## config.mk

```make
export PLATFORM = sky130hd
export DESIGN_NAME = sram_slave
export DESIGN_NICKNAME = d
export VERILOG_FILES = /design/src/bus_pkg.sv /design/src/sram_slave.sv
export SDC_FILE = /design/constraint.sdc
export NUM_CORES = 2
export LEC_CHECK = 0
export ABC_CLOCK_PERIOD_IN_PS = 2150
export BUFFER_PORTS_ARGS = -buffer_cell sky130_fd_sc_hd__buf_2
export CORE_MARGIN = 2
export CORE_UTILIZATION = 50
export DETAILED_ROUTE_END_ITERATION = 8
export PLACE_DENSITY = 0.66
export SLEW_MARGIN = 10
export SYNTH_ARGS = -nofsm -noshare
export SYNTH_HDL_FRONTEND = slang
export SYNTH_SLANG_ARGS = --single-unit
```

## constraint.sdc

```tcl
create_clock -name clk -period 2.15 [get_ports clk]
set_input_delay 0.3225 -clock clk [delete_from_list [all_inputs] [get_ports clk]]
set_output_delay 0.3225 -clock clk [all_outputs]
set_load 0.005 [all_outputs]
```

## src/bus_pkg.sv

```systemverilog
`default_nettype none

// ----------------------------------------------------------
// shared widths and types of the bus fabric
// ----------------------------------------------------------

package bus_pkg;

    // addresses count words and not bytes
    localparam int ADDR_W = 16;
    localparam int DATA_W = 32;

    // mem0 and mem1 are the regions that software may switch off
    localparam int NUM_MEM = 2;

    // a single bit is enough since the bus only reads and writes whole words
    typedef enum logic {
        OP_READ  = 1'b0,
        OP_WRITE = 1'b1
    } bus_op_e;

    // one request as the master issues it and as the router forwards it
    typedef struct packed {
        bus_op_e             op;
        logic [ADDR_W-1:0]   addr;
        logic [DATA_W-1:0]   wdata;
    } bus_req_t;

    // err is only ever set by the router for an address that no region claims
    typedef struct packed {
        logic [DATA_W-1:0]   rdata;
        logic                err;
    } bus_rsp_t;

    // word offsets inside the configuration block
    // the offset field is 4 bits wide because the ctrl region spans 16 words
    typedef enum logic [3:0] {
        REG_ENABLE    = 4'd0,
        REG_ERR_COUNT = 4'd1,
        REG_ERR_ADDR  = 4'd2,
        REG_SCRATCH   = 4'd3
    } ctrl_reg_e;

endpackage

`default_nettype wire

```

## src/sram_slave.sv

```systemverilog
`timescale 1ns/1ps
`default_nettype none

module sram_slave #(
    parameter int                         DEPTH     = 64,
    parameter logic [bus_pkg::ADDR_W-1:0] ADDR_BASE = '0
) (
    input  logic              clk,
    input  logic              arst_n,
    input  logic              sel,
    input  bus_pkg::bus_req_t req,
    output logic              rsp_valid,
    output bus_pkg::bus_rsp_t rsp
);

    import bus_pkg::*;

    localparam int IDX_W = (DEPTH > 1) ? $clog2(DEPTH) : 1;

    logic [DATA_W-1:0] mem [DEPTH];
    logic [IDX_W-1:0]  idx;

    // the region need not be aligned so the base is subtracted first
    assign idx = IDX_W'(req.addr - ADDR_BASE);

    // ----------------------------------------------------------
    // storage and read port
    // ----------------------------------------------------------

    // the array comes up with whatever the RAM holds at power on
    always_ff @(posedge clk) begin
        if (sel) begin
            if (req.op == OP_WRITE) begin
                mem[idx]  <= req.wdata;
                rsp.rdata <= '0;
            end else begin
                rsp.rdata <= mem[idx];
            end
            rsp.err <= 1'b0;
        end
    end

    // answer valid is a one cycle echo of the select
    always_ff @(posedge clk or negedge arst_n) begin
        if (!arst_n) begin
            rsp_valid <= 1'b0;
        end else begin
            rsp_valid <= sel;
        end
    end

endmodule

`default_nettype wire

```

==> impl_metrics.tcl <==
set metrics [dict create \
    clock_tree.buffer_depth 3 \
    path_max_fanout 22 \
    cts_htree_levels 4 \
    cpMaxStageDelayCell "nor2b_4" \
    endpoint_kind "register" \
    syn-num-nets 4676 \
    ys_top_cells_by_area "edfxtp_1, a221oi_1, a22oi_1" \
    internal_power_mw 65.46 \
    vdd_ir_drop_max_v 0.0007914 \
    globalRoute.totalOverflow 0 \
    static-leakage-power_nw 31.70 \
    dr.pass1.iters 6 \
    start_util 0.5039 \
    final_min_period_over_clock_period 0.9884 \
    post-cts-setup-buffers 0 \
    synth_seq_area_share 0.7715 \
    grt_start_max_net_pins 65 \
    rows 147 \
    timing.critical_path.required_ns 2.83 \
    clock_power_share 0.400 \
    avgViaCountPerCell 6.507 \
    grt_pass1_vias 47750 \
    grt_antenna_before_repair 7 \
    fmax_mhz 470.6 \
    finish.utilization 0.6071 \
    gp_routability_congestion 0.8775 \
    clockRootBuffer "clkbuf_16" \
    comb_power_share 0.064 \
    finalWorstPathRequiredPeriod_ns 2.125 \
    syn-instance-count 4624 \
    clk_pin_slew_worst_paths_ns 0.06 \
    synth-edff-count 2080 \
    postRouteWirelength_mm 229.4 \
    cell_with_the_most_instances_on_the_worst_path "buf_4" \
    worst-r2r-setup-slack_ns 0.04 \
    cts_buffers 199 \
    synthesis.area_per_instance_um2 17.52 \
    floorplan.die.height_um 406.5 \
    power_density_nw_per_um2 860.0 \
    top_level_ports 86 \
    pwr-share-seq 0.536 \
    asyncSetResetFlopFracSynth 0.0004805 \
    max-cap-violations 0 \
    worst_clk_skew_ns 0.03425 \
    die_outline_area_um2 165200 \
    finalSetupViolCount 0 \
    totalNegativeSetupSlack_ns 0 \
    io_port_bufs 74 \
    tritoncts "done" \
    kind_of_start_point_of_the_critical_path "primary input" \
    fin_cells 7549 \
    slowest_delay_ns 0.62 \
    status "complete, no violations" \
    global_route_total_usage_across_every_layer 0.2774 \
    critical-path-top-delay-family "compound AO/OA/AOI/OAI gates" \
    dr_total_vias 49130 \
    syn_to_final_growth_pct 20.48 \
    min_path_type "primary input to register" \
    tritoncts_num_sinks 2081 \
    synthesis.area_um2 81000 \
    final_nets 5270 \
    synth_top_cell_by_area "edfxtp_1" \
    worstSkewPairLatency_ns 0.85 \
    actual_transition_at_the_worst_max_transition_pin_ns 1.126 \
    antenna_violating_nets_post_route 0 \
    layout-drive-gt1-share 0.2427 \
    synth_cell_types 74 \
    drc 0 \
    fin_worst_hold_slack_ns 0.05408 \
    detailedRoute.firstIterationViolations 7379 \
    grt_pass1_wl_mm 331.7 \
    postSynthRegisterBits 2081 \
    arrival_ns 2.80 \
    power_switching_mw 18.46 \
    yosysWarnings 0 \
    core_region_area_um2 160800 \
    area_share_of_the_leading_cell_type_in_the_synthesized_netlist 0.7711 \
    swShare 0.2199 \
    cp.buffers_inverters 3 \
    final_hold_viol_count 0 \
    dominantRegCellSynth "edfxtp_1" \
    die_width_um 406.5 \
    finalMaxSlewViolations 0 \
    criticalPathCategory "primary input to register" \
    place.detailed.instances 7156 \
    critical_path.cell_chain "buf_8 -> nor2b_4 -> buf_4 -> buf_4 -> a221oi_1 -> o22ai_1 -> a22oi_1 -> a41oi_2" \
    max_slew_margin 0.2493 \
    detailed_place_hpwl_mm 144.3 \
    post_drt_wl_per_cell_um 30.39 \
]
-- metal layers --
metal	track usage	share of wire	up-vias
li1	-	-	20590
met1	0.3984	0.40	25250
met2	0.4333	0.47	2880
met3	0.05011	0.10	405
met4	0.08772	0.030	2
met5	0	0.000078	-
-- worst paths after layout --
check | startpoint | to | depth (start not counted)
setup / recovery | req[32] | rsp[2] | 8
hold / removal | req[4] | mem[25][4] | 1
setup reg to reg | mem[48][19] | rsp[20] | 6
hold reg to reg | mem[10][17] | rsp[18] | 4
max in group asynchronous | arst_n | rsp_valid | 3
min in group asynchronous | arst_n | rsp_valid | 3
-- sequential cells by signal, indices dropped and copies added, names as in the netlist --
signal	count
rsp_valid	1
mem	2048
rsp	32
-- cells by family (layout without fill, tap and decap cells) --
family / count (synthesis) / in the layout / share of synthesized area
simple gates: 663 / 663 / 0.05261
mux: 277 / 277 / 0.03874
compound gates: 1212 / 1212 / 0.1136
flops: 2081 / 2081 / 0.7715
buf+inv: 390 / 1151 / 0.02351
other cells: 1 / 5 / 0.00004630
-- cell usage in the layout (no fill, tap or decap), types with 18 or more instances in the layout --
cell	n
o221ai_1	18
nor4_1	22
clkinv_2	34
nor2_4	68
o22a_1	28
nand3b_1	91
mux2_2	102
nor2_1	22
clkbuf_1	41
nand3_1	47
dlygate4sd3_1	21
nor3b_1	87
buf_4	448
buf_12	236
a22o_1	72
clkbuf_16	201
nor3_1	36
o2111ai_1	27
buf_2	71
nand2_1	36
a41oi_1	30
a21oi_1	64
and3b_1	61
edfxtp_1	2080
mux4_2	19
o211ai_1	33
o22ai_1	120
mux2i_1	156
or3b_2	30
a22oi_1	268
a221oi_1	298
and3_1	90
o21ai_0	126
clkinv_1	61
-- synthesized netlist by cell type (89+ instances only) --
cell,instances
a221oi_1,299
a22oi_1,270
and3_1,90
buf_2,146
clkbuf_1,155
edfxtp_1,2080
mux2_2,102
mux2i_1,156
nand3b_1,91
nor2_1,89
o21ai_0,127
o22ai_1,120
-- power by group through the flow --
stage,Sequential (mW),Combinational [mW],Clock (mW)
6_report,45.0,5.37,33.6
5_1_grt,44.9,5.65,35.4
4_1_cts,45.0,5.27,33.9
3_5_place_dp,45.8,5.20,0
3_3_place_gp,45.8,5.11,0
2_1_floorplan,45.8,2.27,0
-- stage by stage --
step	area, µm²	setup WS, ns	power, mW
finish	97590	0.02498	83.92
global route	97580	-0.007518	86.02
CTS	97400	0.01021	84.12
detailed placement	90940	-1.030	51.02
global placement	90940	-1.024	50.92
floorplan	81580	-0.3614	48.04
-- repair_timing --
action / 4_1_cts / 5_1_grt
endpoints found under the setup margin: 6 / 18
endpoints found under the hold margin: 616 / 0
pin swaps: 0 / 2
hold buffers: 21 / 0
resized for setup: 9 / 35
-- final cells by class --
type                            instances  area, µm²
Antenna cell                            4      10.01
Clock buffer                          242       5184
Clock inverter                        126       1018
Fill cell                           11480      63170
Inverter                                4      20.02
Multi-Input combinational cell       2153      17470
Sequential cell                      2081      62480
Tap cell                             2160       2703
Timing Repair Buffer                  779       8698
-- worst reg2reg max path, cell delays in order, from the launching register on --
cell       delay (ns)
edfxtp_1         0.35
or3b_2           0.19
a21oi_1          0.07
o41a_1           0.50
a2111oi_2        0.39
buf_4            0.21
a41oi_1          0.10
Power figures use the tool's default switching activity.
