File: config.mk
export PLATFORM = sky130hd
export DESIGN_NAME = ctrl_regs
export DESIGN_NICKNAME = d
export VERILOG_FILES = /design/src/bus_pkg.sv /design/src/ctrl_regs.sv
export SDC_FILE = /design/constraint.sdc
export NUM_CORES = 1
export LEC_CHECK = 0
export ABC_AREA = 1
export BUFFER_PORTS_ARGS = -buffer_cell sky130_fd_sc_hd__buf_4
export CORE_ASPECT_RATIO = 0.75
export CORE_MARGIN = 2
export CORE_UTILIZATION = 30
export DETAILED_ROUTE_END_ITERATION = 12
export GPL_ROUTABILITY_DRIVEN = 0
export PLACE_DENSITY = 0.57
export SETUP_SLACK_MARGIN = 0.5
export SLEW_MARGIN = 15
export SYNTH_ARGS = -nofsm -noshare
export SYNTH_HDL_FRONTEND = slang
export SYNTH_SLANG_ARGS = --single-unit
File: constraint.sdc
create_clock -name clk -period 2.2 [get_ports clk]
set_clock_uncertainty 0.15 [all_clocks]
set_input_delay 0.33 -clock clk [delete_from_list [all_inputs] [get_ports clk]]
set_output_delay 0.33 -clock clk [all_outputs]
set_load 0.03 [all_outputs]
File: src/bus_pkg.sv
`default_nettype none

// ----------------------------------------------------------
// shared widths and types of the bus fabric
// ----------------------------------------------------------

package bus_pkg;

    // addresses count words and not bytes
    localparam int ADDR_W = 16;
    localparam int DATA_W = 32;

    // mem0 and mem1 are the regions that software may switch off
    localparam int NUM_MEM = 2;

    // a single bit is enough since the bus only reads and writes whole words
    typedef enum logic {
        OP_READ  = 1'b0,
        OP_WRITE = 1'b1
    } bus_op_e;

    // one request as the master issues it and as the router forwards it
    typedef struct packed {
        bus_op_e             op;
        logic [ADDR_W-1:0]   addr;
        logic [DATA_W-1:0]   wdata;
    } bus_req_t;

    // err is only ever set by the router for an address that no region claims
    typedef struct packed {
        logic [DATA_W-1:0]   rdata;
        logic                err;
    } bus_rsp_t;

    // word offsets inside the configuration block
    // the offset field is 4 bits wide because the ctrl region spans 16 words
    typedef enum logic [3:0] {
        REG_ENABLE    = 4'd0,
        REG_ERR_COUNT = 4'd1,
        REG_ERR_ADDR  = 4'd2,
        REG_SCRATCH   = 4'd3
    } ctrl_reg_e;

endpackage

`default_nettype wire

File: src/ctrl_regs.sv
`timescale 1ns/1ps
`default_nettype none

module ctrl_regs (
    input  logic                        clk,
    input  logic                        arst_n,
    input  logic                        sel,
    input  bus_pkg::bus_req_t           req,
    output logic                        rsp_valid,
    output bus_pkg::bus_rsp_t           rsp,
    input  logic                        err_pulse,
    input  logic [bus_pkg::ADDR_W-1:0]  err_addr,
    output logic [bus_pkg::NUM_MEM-1:0] mem_enable
);

    import bus_pkg::*;

    logic [DATA_W-1:0] err_count;
    logic [ADDR_W-1:0] err_addr_q;
    logic [DATA_W-1:0] scratch;
    logic [DATA_W-1:0] rd_data;
    logic              wr_en;
    ctrl_reg_e         offset;

    // the router already checked the region, so only the low bits matter here
    assign offset = ctrl_reg_e'(req.addr[3:0]);
    assign wr_en  = sel && (req.op == OP_WRITE);

    // ----------------------------------------------------------
    // read mux
    // ----------------------------------------------------------

    // offsets without a register read as zero
    always_comb begin
        case (offset)
            REG_ENABLE:    rd_data = DATA_W'(mem_enable);
            REG_ERR_COUNT: rd_data = err_count;
            REG_ERR_ADDR:  rd_data = DATA_W'(err_addr_q);
            REG_SCRATCH:   rd_data = scratch;
            default:       rd_data = '0;
        endcase
    end

    // ----------------------------------------------------------
    // control and status registers
    // ----------------------------------------------------------

    always_ff @(posedge clk or negedge arst_n) begin
        if (!arst_n) begin
            mem_enable <= '1;
            err_count  <= '0;
            err_addr_q <= '0;
            rsp_valid  <= 1'b0;
        end else begin
            // the answer follows the select by exactly one cycle
            rsp_valid <= sel;

            if (wr_en && offset == REG_ENABLE) begin
                mem_enable <= req.wdata[NUM_MEM-1:0];
            end

            // a write of any value clears the count and beats a new error
            if (wr_en && offset == REG_ERR_COUNT) begin
                err_count <= '0;
            end else if (err_pulse && err_count != '1) begin
                err_count <= err_count + DATA_W'(1);
            end

            // only the most recent bad address is kept
            if (err_pulse) begin
                err_addr_q <= err_addr;
            end
        end
    end

    // scratch register and the registered answer to a select
    always_ff @(posedge clk) begin
        if (wr_en && offset == REG_SCRATCH) begin
            scratch <= req.wdata;
        end
        if (sel) begin
            // a write answers with zero data
            rsp.rdata <= wr_en ? '0 : rd_data;
            rsp.err   <= 1'b0;
        end
    end

endmodule

`default_nettype wire

==> results.sh <==
export IMPL_ys_ff_latch=115
export IMPL_drv_slew=0
export IMPL_die_x_um=159
export IMPL_numPortBuffers=91
export IMPL_initial_core_util_pct=30.7
export IMPL_fillCellCount=1746
export IMPL_grt_pass1_vias=4567
export IMPL_critical_path_class="flop to flop"
export IMPL_slew_headroom_pct=52.9
export IMPL_p_comb_share_pct=12.3
export IMPL_wl_met1_um=7290
export IMPL_hold_viol_final=0
export IMPL_pwr_share_clk_pct=47.0
export IMPL_clkTransAtPathRegs_ns=0.05
export IMPL_drt_iter0_markers=365
export IMPL_fin_crit_ns=1.80
export IMPL_p_switching_w=0.00153
export IMPL_core_um2=17700
export IMPL_max_slew_worst_pin_slew_ns=0.706
export IMPL_netlist_instances=603
export IMPL_r2r_cells=11
export IMPL_final_cell_area_um2=7910
export IMPL_hp_class="input pin to flop"
export IMPL_swShare_pct=24.8
export IMPL_place_area_um2=6490
export IMPL_totalWireLength_um=14800
export IMPL_ys_warn_count=0
export IMPL_cts_made_buffers=17
export IMPL_grt_max_degree=52
export IMPL_stdcell_count=1033
export IMPL_worst_setup_path_start_kind="flop"
export IMPL_holdPathStages=3
export IMPL_max_freq_mhz=555
export IMPL_vias=4614
export IMPL_routed_via_density=4.47
export IMPL_rows=42
export IMPL_syn_area_um2=5440
export IMPL_p_seq_share_pct=40.7
export IMPL_drive_gt1_share_pct=27.3
export IMPL_syn2layout_area_growth_pct=45.5
export IMPL_grt_remaining_overflow=0
export IMPL_dp_hpwl_um=9760
export IMPL_finalSetupViolCount=0
export IMPL_p_int_w=0.00464
export IMPL_powerDensity_nw_per_um2=781
export IMPL_syn_avg_cell_area_um2=9.01
export IMPL_synth_main_ff_cell="edfxtp_1"
export IMPL_diodes=0
export IMPL_dp_cells=937
export IMPL_grt_pass1_wl_um=24000
export IMPL_arrival_ns=1.96
export IMPL_cts_root_buffer="clkbuf_16"
export IMPL_endpoint_kind="flop"
export IMPL_ioPinCount=105
export IMPL_crit_fanout=7
export IMPL_synth_edf_count=64
export IMPL_finalNetCount=848
export IMPL_vdd_drop_max_mv=0.525
export IMPL_final_antenna_net_count=0
export IMPL_synth_net_count=673
export IMPL_drtPass1Iterations=5
export IMPL_finalPower_w=0.00617
export IMPL_cts_sinks=115
export IMPL_ys_seq_area_share_pct=58.9
export IMPL_synthDistinctLibCells=37
export IMPL_wl_met2_um=6550
export IMPL_dr_wl_met3_um=816
export IMPL_antenna_found_initial=0
export IMPL_cts_tree="yes"
export IMPL_worstPathRequired_ns=2.36
export IMPL_drcViolationCount=0
export IMPL_die_h_um=121
export IMPL_cts_buffer_depth=2
export IMPL_synthArstFlopShare_pct=44.3
export IMPL_track_usage_pct=16.3
export IMPL_outcome="finished clean"
export IMPL_dr_max_layer_used="met4"
export IMPL_setup_tns_ns=0
export IMPL_fin_hold_ws_ns=0.167
export IMPL_ctsHtreeMaxLevel=4
export IMPL_clock_latency_ns=0.42
export IMPL_rsz0062_at_grt="true"
export IMPL_cap_violations=0
export IMPL_die_area_um2=19200
export IMPL_fin_crit_sh_pct=81.9
export IMPL_p_leak_nw=3.50
export IMPL_wl_per_cell_um=14.3
[cell usage in the layout (no fill, tap or decap), drive strengths merged, types with 2 or more instances in the layout]
cell type | Yosys | layout
xnor2 | 5 | 5
a21o | 3 | 3
inv | 63 | 63
clkinv | 1 | 6
nor2 | 53 | 53
mux2 | 2 | 2
nand3 | 28 | 28
dfrtp | 49 | 49
a41oi | 2 | 2
dlygate4sd3 | 0 | 49
o211ai | 4 | 4
bufinv | 0 | 4
buf | 7 | 126
nand2 | 223 | 223
nor3 | 2 | 2
nand3b | 4 | 4
edfxtp | 64 | 64
clkbuf | 12 | 18
clkinvlp | 0 | 5
nand4 | 5 | 5
o221ai | 10 | 10
xor2 | 8 | 8
dfstp | 2 | 2
o21ai | 32 | 32
a21oi | 20 | 20
[flip-flops by register name, indices dropped and copies added, names as in the netlist]
signal / cells
err_addr_q: 16
scratch: 32
err_count: 32
mem_enable: 2
rsp: 32
rsp_valid: 1
[routing by layer]
metal	global-route usage [%]	up-vias
met3	4.63	15
met2	24.6	124
met5	0	-
met4	4.26	0
li1	-	2321
met1	23.0	2154
[area by class of cell]
type / instances / area, um2 / area share [%]
well taps: 242 / 303 / 3.83
multi-input cells: 405 / 2050 / 25.9
repair buffers: 175 / 1480 / 18.8
clock buffers: 18 / 429 / 5.43
clock inverters: 14 / 186 / 2.36
flip-flops and latches: 115 / 3210 / 40.6
inverters: 64 / 253 / 3.20
[logic make-up after synthesis]
logic type	synth area share, %
and+or+nand+nor	24.1
xor gates and xnor gates	2.09
muxes	0.414
adders and majority gates	0.230
other	0.0690
AOI/OAI and AO/OA	7.90
DFF	58.9
buffers and inverters	6.26
[synthesized netlist by cell type (8+ instances only)]
library cell	count	area [um2]
a21oi_1	19	95.1
clkbuf_1	12	45.0
dfrtp_1	49	1230
edfxtp_1	64	1920
inv_1	61	229
nand2_1	218	818
nand3_1	28	140
nor2_1	48	180
o21ai_0	23	115
o21ai_1	9	45.0
o221ai_1	10	87.6
xor2_1	8	70.1
[path summary, 6_finish.rpt]
path | start | endpoint | slack [ns]
max | err_count[0] | err_count[21] | 0.40
min | err_pulse | err_addr_q[0] | 0.17
max reg2reg | err_count[0] | err_count[21] | 0.40
min reg2reg | err_addr_q[1] | err_addr_q[1] | 0.33
max in group asynchronous | arst_n | err_count[17] | 1.04
min in group asynchronous | arst_n | err_addr_q[11] | 0.34
[power groups by stage]
stage	Combinational (W)	Sequential, W	Clock [W]
after global routing	0.000841	0.00253	0.00307
after floorplan	0.000279	0.00261	0
after global placement	0.000584	0.00256	0
after CTS	0.000739	0.00251	0.00296
after detailed placement	0.000594	0.00256	0
final	0.000761	0.00251	0.00290
[timing repair]
action | CTS | global route
cloned | 1 | 1
gates resized for setup | 26 | 35
hold buffers | 49 | 0
endpoints found under the hold margin | 99 | 0
setup buffers | 10 | 3
pin swaps | 7 | 7
endpoints found under the setup margin | 32 | 32
[critical path, stage by stage (launching register included)]
cell	delay (ns)
dfrtp_1	0.36
ha_2	0.20
nand2_2	0.07
nor2_4	0.16
nand2_4	0.11
nor2_8	0.10
nand2_2	0.07
nand2_4	0.11
nor2_2	0.07
buf_6	0.16
o21ai_1	0.08
nand2_1	0.06
[metrics by stage]
stage	setup WS [ns]	utilization, %
global placement	0.165	36.6
finish	0.399	44.7
CTS	0.383	43.9
global route	0.301	44.7
detailed placement	0.122	36.6
floorplan	0.452	-
No activity file was read; power rests on OpenSTA's default activity.
