### config.mk
export PLATFORM = sky130hd
export DESIGN_NAME = bus_router
export DESIGN_NICKNAME = d
export VERILOG_FILES = /design/src/bus_pkg.sv /design/src/addr_range_decoder.sv /design/src/bus_router.sv
export SDC_FILE = /design/constraint.sdc
export NUM_CORES = 1
export LEC_CHECK = 0
export ABC_CLOCK_PERIOD_IN_PS = 2600
export BUFFER_PORTS_ARGS = -buffer_cell sky130_fd_sc_hd__buf_2
export CAP_MARGIN = 20
export CORE_ASPECT_RATIO = 0.9
export CORE_MARGIN = 3
export CORE_UTILIZATION = 44
export DETAILED_ROUTE_END_ITERATION = 16
export GPL_ROUTABILITY_DRIVEN = 0
export GPL_TIMING_DRIVEN = 0
export PLACE_DENSITY_LB_ADDON = 0.15
export SETUP_SLACK_MARGIN = 0.2
export SLEW_MARGIN = 20
export SYNTH_ARGS = -nofsm -noshare
export SYNTH_HDL_FRONTEND = slang
export SYNTH_SLANG_ARGS = --single-unit
export TNS_END_PERCENT = 20
### constraint.sdc
create_clock -name clk -period 2.6 [get_ports clk]
set_input_delay 0.52 -clock clk [delete_from_list [all_inputs] [get_ports clk]]
set_output_delay 0.52 -clock clk [all_outputs]
set_load 0.005 [all_outputs]
### src/bus_pkg.sv
`default_nettype none

// ----------------------------------------------------------
// shared widths and types of the bus fabric
// ----------------------------------------------------------

package bus_pkg;

    // addresses count words and not bytes
    localparam int ADDR_W = 16;
    localparam int DATA_W = 32;

    // mem0 and mem1 are the regions that software may switch off
    localparam int NUM_MEM = 2;

    // a single bit is enough since the bus only reads and writes whole words
    typedef enum logic {
        OP_READ  = 1'b0,
        OP_WRITE = 1'b1
    } bus_op_e;

    // one request as the master issues it and as the router forwards it
    typedef struct packed {
        bus_op_e             op;
        logic [ADDR_W-1:0]   addr;
        logic [DATA_W-1:0]   wdata;
    } bus_req_t;

    // err is only ever set by the router for an address that no region claims
    typedef struct packed {
        logic [DATA_W-1:0]   rdata;
        logic                err;
    } bus_rsp_t;

    // word offsets inside the configuration block
    // the offset field is 4 bits wide because the ctrl region spans 16 words
    typedef enum logic [3:0] {
        REG_ENABLE    = 4'd0,
        REG_ERR_COUNT = 4'd1,
        REG_ERR_ADDR  = 4'd2,
        REG_SCRATCH   = 4'd3
    } ctrl_reg_e;

endpackage

`default_nettype wire

### src/addr_range_decoder.sv
`timescale 1ns/1ps
`default_nettype none

module addr_range_decoder #(
    parameter logic [bus_pkg::ADDR_W-1:0] ADDR_BASE  = '0,
    parameter logic [bus_pkg::ADDR_W-1:0] ADDR_BOUND = '0
) (
    input  logic                       enable,
    input  logic [bus_pkg::ADDR_W-1:0] addr,
    output logic                       hit
);

    import bus_pkg::*;

    // the bound is inclusive so a region of one word has base equal to bound
    localparam int ADDR_COUNT = int'(ADDR_BOUND) - int'(ADDR_BASE) + 1;

    // ----------------------------------------------------------
    // one compare per address in the region
    // ----------------------------------------------------------

    logic [ADDR_COUNT-1:0] per_addr_match;

    // every address of the region gets its own equality test
    // address bits that run through all their values drop out during
    // synthesis, so an aligned power of two region ends up as a plain AND
    // of the fixed upper bits, and an unaligned one keeps only the terms
    // it really needs
    always_comb begin
        for (int i = 0; i < ADDR_COUNT; i++) begin
            per_addr_match[i] = (addr == ADDR_W'(int'(ADDR_BASE) + i));
        end
    end

    // ----------------------------------------------------------
    // combine the matches
    // ----------------------------------------------------------

    // a disabled region never claims an address, whatever it matches
    assign hit = enable & (|per_addr_match);

endmodule

`default_nettype wire

### src/bus_router.sv
`timescale 1ns/1ps
`default_nettype none

module bus_router #(
    parameter logic [bus_pkg::ADDR_W-1:0] CTRL_BASE  = 16'h0000,
    parameter logic [bus_pkg::ADDR_W-1:0] CTRL_BOUND = 16'h000F,
    parameter logic [bus_pkg::ADDR_W-1:0] MEM0_BASE  = 16'h0100,
    parameter logic [bus_pkg::ADDR_W-1:0] MEM0_BOUND = 16'h013F,
    parameter logic [bus_pkg::ADDR_W-1:0] MEM1_BASE  = 16'h0140,
    parameter logic [bus_pkg::ADDR_W-1:0] MEM1_BOUND = 16'h01BF
) (
    input  logic                        clk,
    input  logic                        arst_n,
    // master request channel
    input  logic                        req_valid,
    output logic                        req_ready,
    input  bus_pkg::bus_req_t           req,
    // master response channel
    output logic                        rsp_valid,
    input  logic                        rsp_ready,
    output bus_pkg::bus_rsp_t           rsp,
    // region enables from the configuration block
    input  logic [bus_pkg::NUM_MEM-1:0] mem_enable,
    // shared request and per slave selects
    output bus_pkg::bus_req_t           slv_req,
    output logic                        ctrl_sel,
    output logic                        mem0_sel,
    output logic                        mem1_sel,
    // slave answers, each one cycle after its select
    input  logic                        ctrl_rsp_valid,
    input  logic                        mem0_rsp_valid,
    input  logic                        mem1_rsp_valid,
    input  bus_pkg::bus_rsp_t           ctrl_rsp,
    input  bus_pkg::bus_rsp_t           mem0_rsp,
    input  bus_pkg::bus_rsp_t           mem1_rsp,
    // decode error report to the configuration block
    output logic                        err_pulse,
    output logic [bus_pkg::ADDR_W-1:0]  err_addr
);

    import bus_pkg::*;

    // only one transaction is in flight, so three states cover it
    typedef enum logic [1:0] {
        ST_IDLE,
        ST_WAIT,
        ST_RESP
    } state_e;

    // one bit per slave region, in the same order everywhere
    typedef struct packed {
        logic ctrl;
        logic mem0;
        logic mem1;
    } route_t;

    state_e   state;
    route_t   hit;
    route_t   sel_q;
    logic     any_hit;
    logic     accept;
    logic     slv_rsp_valid;
    bus_rsp_t slv_rsp;

    // ----------------------------------------------------------
    // address decode of the incoming request
    // ----------------------------------------------------------

    // the ctrl region stays enabled so software can always undo a bad mask
    addr_range_decoder #(
        .ADDR_BASE (CTRL_BASE),
        .ADDR_BOUND(CTRL_BOUND)
    ) u_dec_ctrl (
        .enable(1'b1),
        .addr  (req.addr),
        .hit   (hit.ctrl)
    );

    addr_range_decoder #(
        .ADDR_BASE (MEM0_BASE),
        .ADDR_BOUND(MEM0_BOUND)
    ) u_dec_mem0 (
        .enable(mem_enable[0]),
        .addr  (req.addr),
        .hit   (hit.mem0)
    );

    addr_range_decoder #(
        .ADDR_BASE (MEM1_BASE),
        .ADDR_BOUND(MEM1_BOUND)
    ) u_dec_mem1 (
        .enable(mem_enable[1]),
        .addr  (req.addr),
        .hit   (hit.mem1)
    );

    assign any_hit   = |hit;
    assign req_ready = (state == ST_IDLE);
    assign accept    = req_valid & req_ready;

    // ----------------------------------------------------------
    // slave answer select
    // ----------------------------------------------------------

    // at most one slave answers per transaction so a priority mux is enough
    always_comb begin
        slv_rsp_valid = ctrl_rsp_valid | mem0_rsp_valid | mem1_rsp_valid;
        if (ctrl_rsp_valid) begin
            slv_rsp = ctrl_rsp;
        end else if (mem0_rsp_valid) begin
            slv_rsp = mem0_rsp;
        end else begin
            slv_rsp = mem1_rsp;
        end
    end

    // ----------------------------------------------------------
    // transaction FSM
    // ----------------------------------------------------------

    // selects and the error pulse are single cycle strobes by default
    always_ff @(posedge clk or negedge arst_n) begin
        if (!arst_n) begin
            state     <= ST_IDLE;
            sel_q     <= '0;
            rsp_valid <= 1'b0;
            err_pulse <= 1'b0;
        end else begin
            sel_q     <= '0;
            err_pulse <= 1'b0;
            case (state)
                ST_IDLE: begin
                    if (accept) begin
                        if (any_hit) begin
                            // the registered hits become the select pulse
                            sel_q <= hit;
                            state <= ST_WAIT;
                        end else begin
                            // nobody claims the address so answer right away
                            rsp_valid <= 1'b1;
                            err_pulse <= 1'b1;
                            state     <= ST_RESP;
                        end
                    end
                end
                ST_WAIT: begin
                    if (slv_rsp_valid) begin
                        rsp_valid <= 1'b1;
                        state     <= ST_RESP;
                    end
                end
                ST_RESP: begin
                    // hold the answer until the master takes it
                    if (rsp_ready) begin
                        rsp_valid <= 1'b0;
                        state     <= ST_IDLE;
                    end
                end
                default: state <= ST_IDLE;
            endcase
        end
    end

    // the forwarded request and the held answer
    always_ff @(posedge clk) begin
        if (accept) begin
            slv_req <= req;
        end
        if (accept && !any_hit) begin
            rsp <= '{rdata: '0, err: 1'b1};
        end else if (state == ST_WAIT && slv_rsp_valid) begin
            rsp <= slv_rsp;
        end
    end

    assign ctrl_sel = sel_q.ctrl;
    assign mem0_sel = sel_q.mem0;
    assign mem1_sel = sel_q.mem1;

    // the failing address is still in the request register while err_pulse is high
    assign err_addr = slv_req.addr;

endmodule

`default_nettype wire

==> results of run 1 <==
==> cells by family (layout without fill, tap and decap cells) <==
logic type | after synthesis | after routing | synth area share, %
flops | 89 | 89 | 50.7
simple gates | 173 | 173 | 20.3
xor+xnor | 1 | 1 | 0.192
mux | 33 | 33 | 7.25
compound gates | 112 | 112 | 15.0
buf+inv | 55 | 331 | 6.65
==> state kept, by name, indices dropped and copies added, names as in the netlist <==
register	count
rsp_valid	1
mem0_sel	1
err_pulse	1
ctrl_sel	1
mem1_sel	1
state	2
rsp	33
slv_req	33
err_addr	16
==> layer usage <==
metal / part of all wire (%) / global-route usage [%] / vias up
met5: 0.080 / 0 / -
met4: 1.9 / 6.38 / 2
met3: 8.2 / 5.40 / 23
met2: 51 / 39.7 / 194
met1: 39 / 27.2 / 2082
li1: - / - / 2176
==> stage by stage <==
| step | area [um^2] | hold slack (ps) |
|---|---|---|
| finish | 6380 | 6.81 |
| global route | 6380 | 11.4 |
| CTS | 6370 | 7.17 |
| detailed placement | 6040 | 365 |
| global placement | 6010 | 369 |
| floorplan | 4550 | 224 |
==> cells in the mapped netlist (3+ instances only) <==
cell type,count
sky130_fd_sc_hd__dfxtp_1,33
sky130_fd_sc_hd__nand3b_1,3
sky130_fd_sc_hd__nor2b_1,6
sky130_fd_sc_hd__nor3b_1,4
sky130_fd_sc_hd__edfxtp_1,49
sky130_fd_sc_hd__nand4_1,5
sky130_fd_sc_hd__inv_1,5
sky130_fd_sc_hd__o21ai_0,8
sky130_fd_sc_hd__buf_2,8
sky130_fd_sc_hd__clkbuf_1,18
sky130_fd_sc_hd__nand2_1,9
sky130_fd_sc_hd__or3_1,3
sky130_fd_sc_hd__and3_1,4
sky130_fd_sc_hd__dfrtp_1,7
sky130_fd_sc_hd__nand3_1,4
sky130_fd_sc_hd__buf_6,3
sky130_fd_sc_hd__a31oi_1,3
sky130_fd_sc_hd__a21oi_1,75
sky130_fd_sc_hd__nor2_2,21
sky130_fd_sc_hd__mux2i_1,33
sky130_fd_sc_hd__buf_4,17
sky130_fd_sc_hd__nor3_1,4
sky130_fd_sc_hd__nor2_1,86
sky130_fd_sc_hd__buf_1,4
==> layout by cell type (no fill, tap or decap), types with 3 or more instances in the layout <==
cell type and instances:
sky130_fd_sc_hd__and3_1 4, sky130_fd_sc_hd__buf_1 3, sky130_fd_sc_hd__buf_6 3, sky130_fd_sc_hd__nor2b_1 6, sky130_fd_sc_hd__dfrtp_1 7, sky130_fd_sc_hd__a21oi_1 75, sky130_fd_sc_hd__inv_8 3, sky130_fd_sc_hd__nor3_1 4
sky130_fd_sc_hd__clkbuf_1 18, sky130_fd_sc_hd__nand2_1 9, sky130_fd_sc_hd__nand4_1 5, sky130_fd_sc_hd__inv_1 4, sky130_fd_sc_hd__nor2_1 86, sky130_fd_sc_hd__nand3b_1 3, sky130_fd_sc_hd__or3_1 3, sky130_fd_sc_hd__nand3_1 4
sky130_fd_sc_hd__clkbuf_16 9, sky130_fd_sc_hd__buf_4 17, sky130_fd_sc_hd__dfxtp_1 33, sky130_fd_sc_hd__nor3b_1 4, sky130_fd_sc_hd__o21ai_0 8, sky130_fd_sc_hd__buf_2 267, sky130_fd_sc_hd__edfxtp_1 49, sky130_fd_sc_hd__a31oi_1 3
sky130_fd_sc_hd__nor2_2 21, sky130_fd_sc_hd__mux2i_1 33
==> power by group through the flow <==
stage               Clock (mW)  Sequential (mW)  Combinational, mW
global route              1.52             1.63              0.691
finish                    1.44             1.62              0.630
detailed placement           0             1.65              0.633
CTS                       1.46             1.62              0.634
floorplan                    0             1.66              0.307
global placement             0             1.65              0.603
==> final cells by class <==
type | instances | area [um^2] | area share [%]
Buffer | 50 | 285 | 4.47
Timing Repair Buffer | 260 | 1320 | 20.7
Multi-Input combinational cell | 319 | 1950 | 30.6
Clock inverter | 7 | 110 | 1.73
Sequential cell | 89 | 2310 | 36.2
Clock buffer | 9 | 225 | 3.53
Inverter | 5 | 18.8 | 0.294
Tap cell | 126 | 158 | 2.47
==> worst min-delay path by stage <==
stage,endpoint,slack (ps),cells past startpoint
2_1_floorplan,ctrl_sel,220,0
5_1_grt,ctrl_sel,10,1
3_3_place_gp,mem1_sel,370,1
3_5_place_dp,mem1_sel,360,1
6_report,ctrl_sel,7,1
4_1_cts,ctrl_sel,7,1
==> worst max-delay path, stage by stage <==
cell and delay (ps):
sky130_fd_sc_hd__buf_2 120, sky130_fd_sc_hd__buf_2 170, sky130_fd_sc_hd__buf_4 190, sky130_fd_sc_hd__and2_0 150
sky130_fd_sc_hd__o21ai_0 130, sky130_fd_sc_hd__a21boi_0 110, sky130_fd_sc_hd__o21ai_0 320, sky130_fd_sc_hd__nand4_2 170
sky130_fd_sc_hd__o32ai_4 280, sky130_fd_sc_hd__buf_6 230, sky130_fd_sc_hd__nor2_2 50
==> impl_results.md, run 1 <==
* Least setup slack across all paths after layout at 362 ps
* Flop pwr share at 43.8%
* Row count at 34
* First-pass GRT wire length at 20.7 mm
* Post-route setup TNS at 0 ps
* Depth of the CTS H-tree at 3
* Final critical-path required period at 2240 ps
* Insertion delay to the later sink of the worst-skew pair at 330 ps
* Unrepaired setup endpoints after global routing: no
* Per-cell via count in the routed design at 5.18
* Final core utilization at 64.6%
* Relative slew slack at 51.5%
* Max_cap viols at 0
* Total iterations of the first detailed-routing run at 4
* Sink Count at 89
* Final-stage net count at 891
* Reg-to-reg startpoint: state[1]
* Final hold vios at 0
* Number of port buffers at around 260
* Number of different library cells in the post-synthesis netlist at 63
* Worst supply voltage drop on vdd at 0.000370 V
* Internal reg-to-reg setup slack at 610 ps
* Y dimension of the die at between 100 and 150 um
* Total GRT Usage at between 20% and 30%
* Number of synthesized register bits at 89
* Width of the chip at 113 um
* Total overflow reported by the global router at 0
* Final routed wirelength across all metal layers at 13.7 mm
* Vias at about 4500
* Maximum number of buffers from clock root to sink at 2
* Master cell of the clock root buffer: sky130_fd_sc_hd__clkbuf_16
* Fraction of final layout cells sized beyond drive strength 1 at 46.0%
* Largest net degree at the start of global routing at 27
* Wirelength per Cell at around 16 um
* Capture instance of the worst register-to-register path: slv_req[3]
* Via count of the first global-routing pass at approximately 4200
* Crit. End Element: register
* Cell count after synthesis at 463
* P per Cell Area at 579 nW/um^2
* Setup slack after placement at -17.5 ps
* Final worst path period share at 86.1%
* Result of the run: finished, final reports clean
* Count of routing violations after the opening detailed-route iteration at 328
* Maximum net fanout on the critical path at 10
* Diodes inserted at 0
* Main area contributors after synthesis: sky130_fd_sc_hd__edfxtp_1 (32%), sky130_fd_sc_hd__dfxtp_1 (15%), sky130_fd_sc_hd__a21oi_1 (8.2%)
* Core box area at 9870 um^2
* Yosys warning total at 0
* Power share of the clock group at 39.1%
* I/O pins at 261
* DRC at 0
* Post-Syn Area at between 4000 and 5000 um^2
* Total leakage power at approximately 3.0 nW
* Endpoint of the worst setup timing path: rsp[21]
* Initial Utilization at 46.1%
* Part of the total power dissipated in combinational logic at between 15 and 20%
* Share of total power consumed by net switching at 25.5%
* Main synth FF type: sky130_fd_sc_hd__edfxtp_1
* Total of fill cells in the finished design at 832
* Final std cells w/o fill at 865
* Reg2reg path depth at 5
* Worst hold path type: input pin to async pin
* Signed area change from the synthesized netlist to the final layout at 40.1%
* Peak Freq at 0.447 GHz
* Type of element launching the critical path: input pin
* Instance count after placement with tap cells included at between 800 and 900
* Total setup violations reported at the end of the flow at 0
* Seq/Total Area, Yosys at between 50% and 60%
* Post-CTS clock slew at the launch and capture registers of the worst setup and hold paths at 70 ps
* Total power draw at 3.69 mW
* Class of the most critical setup path: input pin to register
* Required time at the endpoint of the critical path at 2830 ps
* Async set-reset flop share out of synthesis at 7.87%
* DP Wirelength at 11.1 mm
* Net Switching at approximately 0.94 mW
* Number of enable flip-flop cells after synthesis at 49
* TritonCTS buffer count at 9
* Number of max-slew violations in the final report at 0
* Hold-fix buffer count after cts at 0
* Maximum clock skew at final layout at ~4.5 ps
* First element of the critical path: req[36]
* Internal Pwr Total at 2.75 mW
* CTS tree: built
* Crit path arrival time at between 2000 and 2500 ps
* Floorplan die area at 11600 um^2
* Setup repair bufs after CTS at 0
* Biggest area consumer among synthesized cells: sky130_fd_sc_hd__edfxtp_1
* Antenna violations before repair at 1
* Post-cts sizing count at 0
* Mean area per synthesized cell at 9.84 um^2
* Net count after synthesis at 620
* Antenna-violating nets left at 0
* Actual transition at the worst max-transition pin at roughly 730 ps
* Share of the synthesized area in the top cell type at between 30% and 40%
(Power assumes the default switching activity.)
==> run 2: changes to the inputs <==
--- a/config.mk
+++ b/config.mk
@@ -5,12 +5,13 @@
 export SDC_FILE = /design/constraint.sdc
 export NUM_CORES = 1
 export LEC_CHECK = 0
+export ABC_AREA = 1
 export ABC_CLOCK_PERIOD_IN_PS = 2600
 export BUFFER_PORTS_ARGS = -buffer_cell sky130_fd_sc_hd__buf_2
 export CAP_MARGIN = 20
 export CORE_ASPECT_RATIO = 0.9
 export CORE_MARGIN = 3
-export CORE_UTILIZATION = 44
+export CORE_UTILIZATION = 35
 export DETAILED_ROUTE_END_ITERATION = 16
 export GPL_ROUTABILITY_DRIVEN = 0
 export GPL_TIMING_DRIVEN = 0
==> run 2 against run 1 <==
  * Critical path depth fell by 9
  * Sequential cell count did not move
  * Clock power shrank 3%
  * First-iteration DRC count decreased by 56%
  * Area after synthesis down 14%
  * Sequential power rose by 22%
  * Clock-buffer cell count is the same
  * Combinational power up 110%
  * Final area down 9.7%
  * Critical endpoint is now req_ready
  * Via count down 15%
==> impl_results.md, run 2 <==
* DP Wirelength at about 9.7 mm
* TritonCTS buffer count at 9
* Total power draw at 4.72 mW
* Total GRT Usage at between 10% and 20%
* Net count after synthesis at 580
* Least setup slack across all paths after layout at 943 ps
* DRC at 0
* Initial Utilization at about 36%
* Relative slew slack at 65.5%
* Wirelength per Cell at 14.2 um
* Final hold vios at 0
* Buf+Inv Stages, Crit Path at 1
* CP Cell Sequence: nor2_2, buf_2
* Setup slack after placement at 762 ps
* Main area contributors after synthesis: sky130_fd_sc_hd__edfxtp_1 (37%), sky130_fd_sc_hd__dfxtp_1 (17%), sky130_fd_sc_hd__nor2_1 (11%)
* Y dimension of the die at about 110 um
* Antenna violations before repair at 1
* Total iterations of the first detailed-routing run at 4
* Final worst path period share at 63.7%
* Worst hold path type: input pin to async pin
* Largest delay contributor family on the critical path: flip-flops
* Insertion delay to the later sink of the worst-skew pair at 330 ps
* Instance count after placement with tap cells included at 835
* Final routed wirelength across all metal layers at approximately 12 mm
* Row count at 36
* Seq/Total Area, Yosys at 58.7%
* Number of port buffers at 259
* Crit path arrival time at roughly 1100 ps
* Crit. End Element: primary output
* Largest net degree at the start of global routing at 38
* Width of the chip at 118 um
* CTS tree: built
* Post-Syn Area at between 3000 and 4000 um^2
* Mean area per synthesized cell at 9.29 um^2
* Fraction of final layout cells sized beyond drive strength 1 at between 40% and 50%
* Share of the synthesized area in the top cell type at 37.5%
* Number of max-slew violations in the final report at 0
* Main synth FF type: sky130_fd_sc_hd__edfxtp_1
* Required time at the endpoint of the critical path at 2080 ps
* Async set-reset flop share out of synthesis at between 7 and 8%
* Final std cells w/o fill at 851
* Depth of the CTS H-tree at 3
* DP Area at 5440 um^2
* Most numerous cell in the Yosys netlist: sky130_fd_sc_hd__nor2_1
* Total leakage power at 2.89 nW
* Total setup violations reported at the end of the flow at 0
* Delay of the slowest cell on the worst path at 420 ps
* Final core utilization at 52.8%
* Post-CTS clock slew at the launch and capture registers of the worst setup and hold paths at 70 ps
* Core box area at 10900 um^2
* Biggest area consumer among synthesized cells: sky130_fd_sc_hd__edfxtp_1
* I/O pins at 261
* Per-cell via count in the routed design at ~4.5
* Most numerous cell types in the synthesized netlist: sky130_fd_sc_hd__nor2_1 (118), sky130_fd_sc_hd__edfxtp_1 (49), sky130_fd_sc_hd__inv_1 (45)
* Commonest non-fill, non-tap cells in the layout: sky130_fd_sc_hd__buf_2 (274), sky130_fd_sc_hd__nor2_1 (118), sky130_fd_sc_hd__edfxtp_1 (49)
* Final-layout worst hold slack at ~11 ps
* Peak Freq at 0.604 GHz
* Post-cts sizing count at 0
* Setup repair bufs after CTS at 0
* Unrepaired setup endpoints after global routing: no
* Number of enable flip-flop cells after synthesis at 49
* Critical-path top delay cell: sky130_fd_sc_hd__dfrtp_1
* Hold-fix buffer count after cts at 0
* Max_cap viols at 0
* Count of routing violations after the opening detailed-route iteration at 145
* Result of the run: finished, final reports clean
* Post-route cell area at slightly below 6000 um^2
* Yosys warning total at 0
* Floorplan die area at ~13000 um^2
* First-pass GRT wire length at 18.3 mm
* Maximum number of buffers from clock root to sink at 2
* Final critical-path required period at 1660 ps
* Actual transition at the worst max-transition pin at 518 ps
* Maximum clock skew at final layout at 6.95 ps
* Final-stage net count at 851
* Via count of the first global-routing pass at approximately 3600
* Antenna-violating nets left at 0
* Leading cell type in the layout, fill and taps excluded: sky130_fd_sc_hd__buf_2
* Master cell of the clock root buffer: sky130_fd_sc_hd__clkbuf_16
* Class of the most critical setup path: register to primary output
* Sink Count at 89
* Signed area change from the synthesized netlist to the final layout at 46.6%
* Number of synthesized register bits at 89
* Post-route setup TNS at 0 ps
* Vias at 3799
* Cell count after synthesis at 423
* P per Cell Area at approximately 820 nW/um^2
* Total overflow reported by the global router at 0
* Type of element launching the critical path: register
* Diodes inserted at 0
* Maximum net fanout on the critical path at 5
* Worst supply voltage drop on vdd at 0.000323 V
* Number of different library cells in the post-synthesis netlist at 23
-- run 2: changes by cell type after synthesis, moves of 8 or more --
cell	delta
sky130_fd_sc_hd__a21oi_1	-43
sky130_fd_sc_hd__inv_1	+40
sky130_fd_sc_hd__mux2i_1	-33
sky130_fd_sc_hd__a211oi_1	+32
sky130_fd_sc_hd__nor2_1	+32
sky130_fd_sc_hd__nor3_1	+24
sky130_fd_sc_hd__nor2_2	-20
sky130_fd_sc_hd__clkbuf_1	-15
sky130_fd_sc_hd__nand2_1	+11
sky130_fd_sc_hd__o21ai_0	-8
-- run 2: per-layer routing --
metal  vias to the layer above  GRT usage [%]  share of wire (%)
met3                        11           6.44                9.2
met4                         2           5.69                1.1
met1                      1695           20.5                 40
li1                       1929              -                  -
met5                         -              0               0.11
met2                       162           33.2                 49
-- run 2: path summary, 6_finish.rpt --
| kind | start | end | slack (ps) | cells past startpoint |
|---|---|---|---|---|
| worst max-delay path | state[0] | req_ready | 940 | 2 |
| worst min-delay path | arst_n | rsp_valid | 10 | 1 |
| worst max register to register | state[0] | slv_req[0] | 950 | 4 |
| worst min register to register | rsp[0] | rsp[0] | 460 | 2 |
| max in group asynchronous | arst_n | mem0_sel | 2420 | 1 |
| min in group clk | req[24] | slv_req[24] | 360 | 1 |
-- run 2: cell type report --
| type | count | area (um^2) |
|---|---|---|
| multi-input combinational | 247 | 1190 |
| timing repair buffer | 260 | 1320 |
| clock inverter | 7 | 100 |
| sequential | 89 | 2310 |
| fill | 1050 | 5140 |
| clock buffer | 9 | 225 |
| buffer | 40 | 251 |
| inverter | 47 | 176 |
| tap | 152 | 190 |
-- run 2: logic make-up (layout without fill, tap and decap cells) --
group | Yosys count | in the layout | synth area share, %
AO/OA/AOI/OAI | 67 | 67 | 10.7
flip-flops | 89 | 89 | 58.7
buffers and inverters | 87 | 363 | 10.9
AND/OR/NAND/NOR | 180 | 180 | 19.7
-- run 2: report_power, final --
part           total (mW)  internal, mW  switching [mW]
clock network        1.39         0.850           0.541
logic                1.34         0.606           0.738
registers            1.98          1.85           0.132
total                4.72          3.30            1.41
==> run 3: changes to the inputs <==
--- a/config.mk
+++ b/config.mk
@@ -6,7 +6,7 @@
 export NUM_CORES = 1
 export LEC_CHECK = 0
 export ABC_AREA = 1
-export ABC_CLOCK_PERIOD_IN_PS = 2600
+export ABC_CLOCK_PERIOD_IN_PS = 1400
 export BUFFER_PORTS_ARGS = -buffer_cell sky130_fd_sc_hd__buf_2
 export CAP_MARGIN = 20
 export CORE_ASPECT_RATIO = 0.9
==> constraint.sdc (replaced) <==
create_clock -name clk -period 1.4 [get_ports clk]
set_input_delay 0.28 -clock clk [delete_from_list [all_inputs] [get_ports clk]]
set_output_delay 0.28 -clock clk [all_outputs]
set_load 0.005 [all_outputs]
==> run 3 against run 2 <==
  * Clock-buffer cell count rose by 2
  * Sequential cell count stayed put
  * Register-to-register slack worse by 940 ps
  * Sequential share of layout area fell by 2.5 points
  * Final area rose by 6.8%
  * Die area did not move
  * Utilization increased by 3.6 points
  * Critical endpoint is now slv_req[13]
==> impl_results.md, run 3 (synthesis results as in run 2) <==
* Count of routing violations after the opening detailed-route iteration at 177
* Power share of the clock group at 25.7%
* Total leakage power at 3.00 nW
* Unrepaired setup endpoints after global routing: yes
* TritonCTS buffer count at 9
* Master cell of the clock root buffer: sky130_fd_sc_hd__clkbuf_16
* Total iterations of the first detailed-routing run at 4
* Reg-to-reg startpoint: state[1]
* Width of the chip at approximately 120 um
* Crit. End Element: register
* Core box area at 10900 um^2
* Crit path arrival time at 1440 ps
* Peak Freq at between 0.7 and 0.8 GHz
* FF+latch area at between 2000 and 2500 um^2
* Largest net degree at the start of global routing at 16
* Per-cell via count in the routed design at 4.49
* I/O pins at 261
* Antenna violations before repair at 0
* Maximum number of buffers from clock root to sink at 2
* Y dimension of the die at approximately 110 um
* Result of the run: finished, final reports clean
* Vias at 3909
* Via count of the first global-routing pass at about 3700
* Type of element launching the critical path: register
* Insertion delay to the later sink of the worst-skew pair at 340 ps
* Final critical-path required period at 1390 ps
* Net Switching at roughly 2.9 mW
* Post-CTS clock slew at the launch and capture registers of the worst setup and hold paths at roughly 60 ps
* Diodes inserted at 0
* Total of fill cells in the finished design at about 1000
* Leading cell type in the layout, fill and taps excluded: sky130_fd_sc_hd__buf_2
* Internal Pwr Total at 6.42 mW
* Required time at the endpoint of the critical path at 1450 ps
* Depth of the CTS H-tree at 3
* Row count at 36
* Max_cap viols at 0
* Least setup slack across all paths after layout at roughly 14 ps
* DRC at 0
* Maximum net fanout on the critical path at 7
* DP Wirelength at 9.55 mm
* Post-route cell area at 6150 um^2
* Number of max-slew violations in the final report at 0
* Commonest non-fill, non-tap cells in the layout: sky130_fd_sc_hd__buf_2 (256), sky130_fd_sc_hd__nor2_1 (113), sky130_fd_sc_hd__edfxtp_1 (49)
* First-pass GRT wire length at 18.8 mm
* Antenna-violating nets left at 0
* Floorplan die area at 12500 um^2
* Final worst path period share at 99.0%
* Final hold vios at 0
* Final core utilization at 56.4%
* Maximum clock skew at final layout at slightly below 7 ps
* Wirelength per Cell at 14.6 um
* Area of combinational cells with multiple inputs at ~1200 um^2
* Total setup violations reported at the end of the flow at 0
* Final routed wirelength across all metal layers at 12.7 mm
* CTS tree: built
* Total GRT Usage at 19.5%
* Final-stage net count at 871
* Share of total power consumed by net switching at a little under a third
* Sink Count at 89
* Actual transition at the worst max-transition pin at 506 ps
* P per Cell Area at 1510 nW/um^2
* Signed area change from the synthesized netlist to the final layout at 56.5%
* Flop pwr share at roughly 40%
* Part of the total power dissipated in combinational logic at 34.3%
* Relative slew slack at ~66%
* Worst supply voltage drop on vdd at 0.000683 V
* Total overflow reported by the global router at 0
* Fraction of final layout cells sized beyond drive strength 1 at 48.8%
* First element of the critical path: state[1]
* Number of port buffers at around 260
* Startpoint of the worst hold path: req[29]
* DP Area at around 5400 um^2
* Worst hold path type: input pin to register
* Class of the most critical setup path: register to register
* Setup slack after placement at -632 ps
* Initial Utilization at 36.0%
-- run 3: what timing repair did --
| item | CTS | global route |
|---|---|---|
| setup buffers | 5 | 6 |
| hold buffers | 1 | 0 |
| setup endpoints to repair | 104 | 108 |
| pin swaps | 2 | 7 |
| endpoints found under the hold margin | 7 | 0 |
| gates resized for setup | 9 | 70 |
| gates cloned | 4 | 5 |
-- run 3: layer usage --
layer	vias up	wire length, um	part of all wire (%)	track usage, %
met1	1748	4870	38	21.6
li1	1973	-	-	-
met3	12	1280	10	7.13
met4	0	180	1.4	7.45
met5	-	0	0	0
met2	176	6370	50	34.1
-- run 3: worst max-delay path, cell delays in order (launching register included) --
cell and delay (ps):
sky130_fd_sc_hd__dfrtp_2 450, sky130_fd_sc_hd__nor2_4 160, sky130_fd_sc_hd__buf_6 130, sky130_fd_sc_hd__nand2_8 80, sky130_fd_sc_hd__buf_12 150, sky130_fd_sc_hd__clkinvlp_4 130
-- run 3: final timing paths --
| path | to | cells after the start | slack, ps |
|---|---|---|---|
| worst max-delay path | slv_req[13] | 5 | 10 |
| worst min-delay path | slv_req[29] | 1 | 110 |
| worst max register to register | slv_req[13] | 5 | 10 |
| worst min register to register | rsp[0] | 2 | 450 |
| max in group asynchronous | state[1] | 2 | 920 |
| min in group asynchronous | state[0] | 2 | 300 |
-- run 3: final cells by class --
| type | count | area share, % |
|---|---|---|
| buffer | 40 | 5.31 |
| tap | 152 | 3.09 |
| sequential | 89 | 37.6 |
| timing repair inverter | 6 | 0.732 |
| clock buffer | 11 | 3.78 |
| multi-input combinational | 247 | 20.3 |
| clock inverter | 5 | 1.04 |
| timing repair buffer | 274 | 25.2 |
| inverter | 47 | 2.93 |
-- run 3: power groups by stage --
stage               clock network [mW]  registers [mW]  logic, mW
floorplan                            0            3.80       1.27
global placement                     0            3.74       2.48
detailed placement                   0            3.76       2.52
CTS                               2.47            3.70       2.76
global route                      2.57            3.78       3.52
finish                            2.39            3.72       3.19
-- run 3: metrics by stage --
stage                     hold slack (ps)  power (mW)  instances  TNS [ps]
after floorplan                     -15.6        5.07        423    -13250
after global routing                 88.8        9.86        871     -2120
after CTS                            92.5        8.92        860         0
final                                 108        9.30        871         0
after global placement                123        6.21        834    -34710
after detailed placement              127        6.28        834    -35690
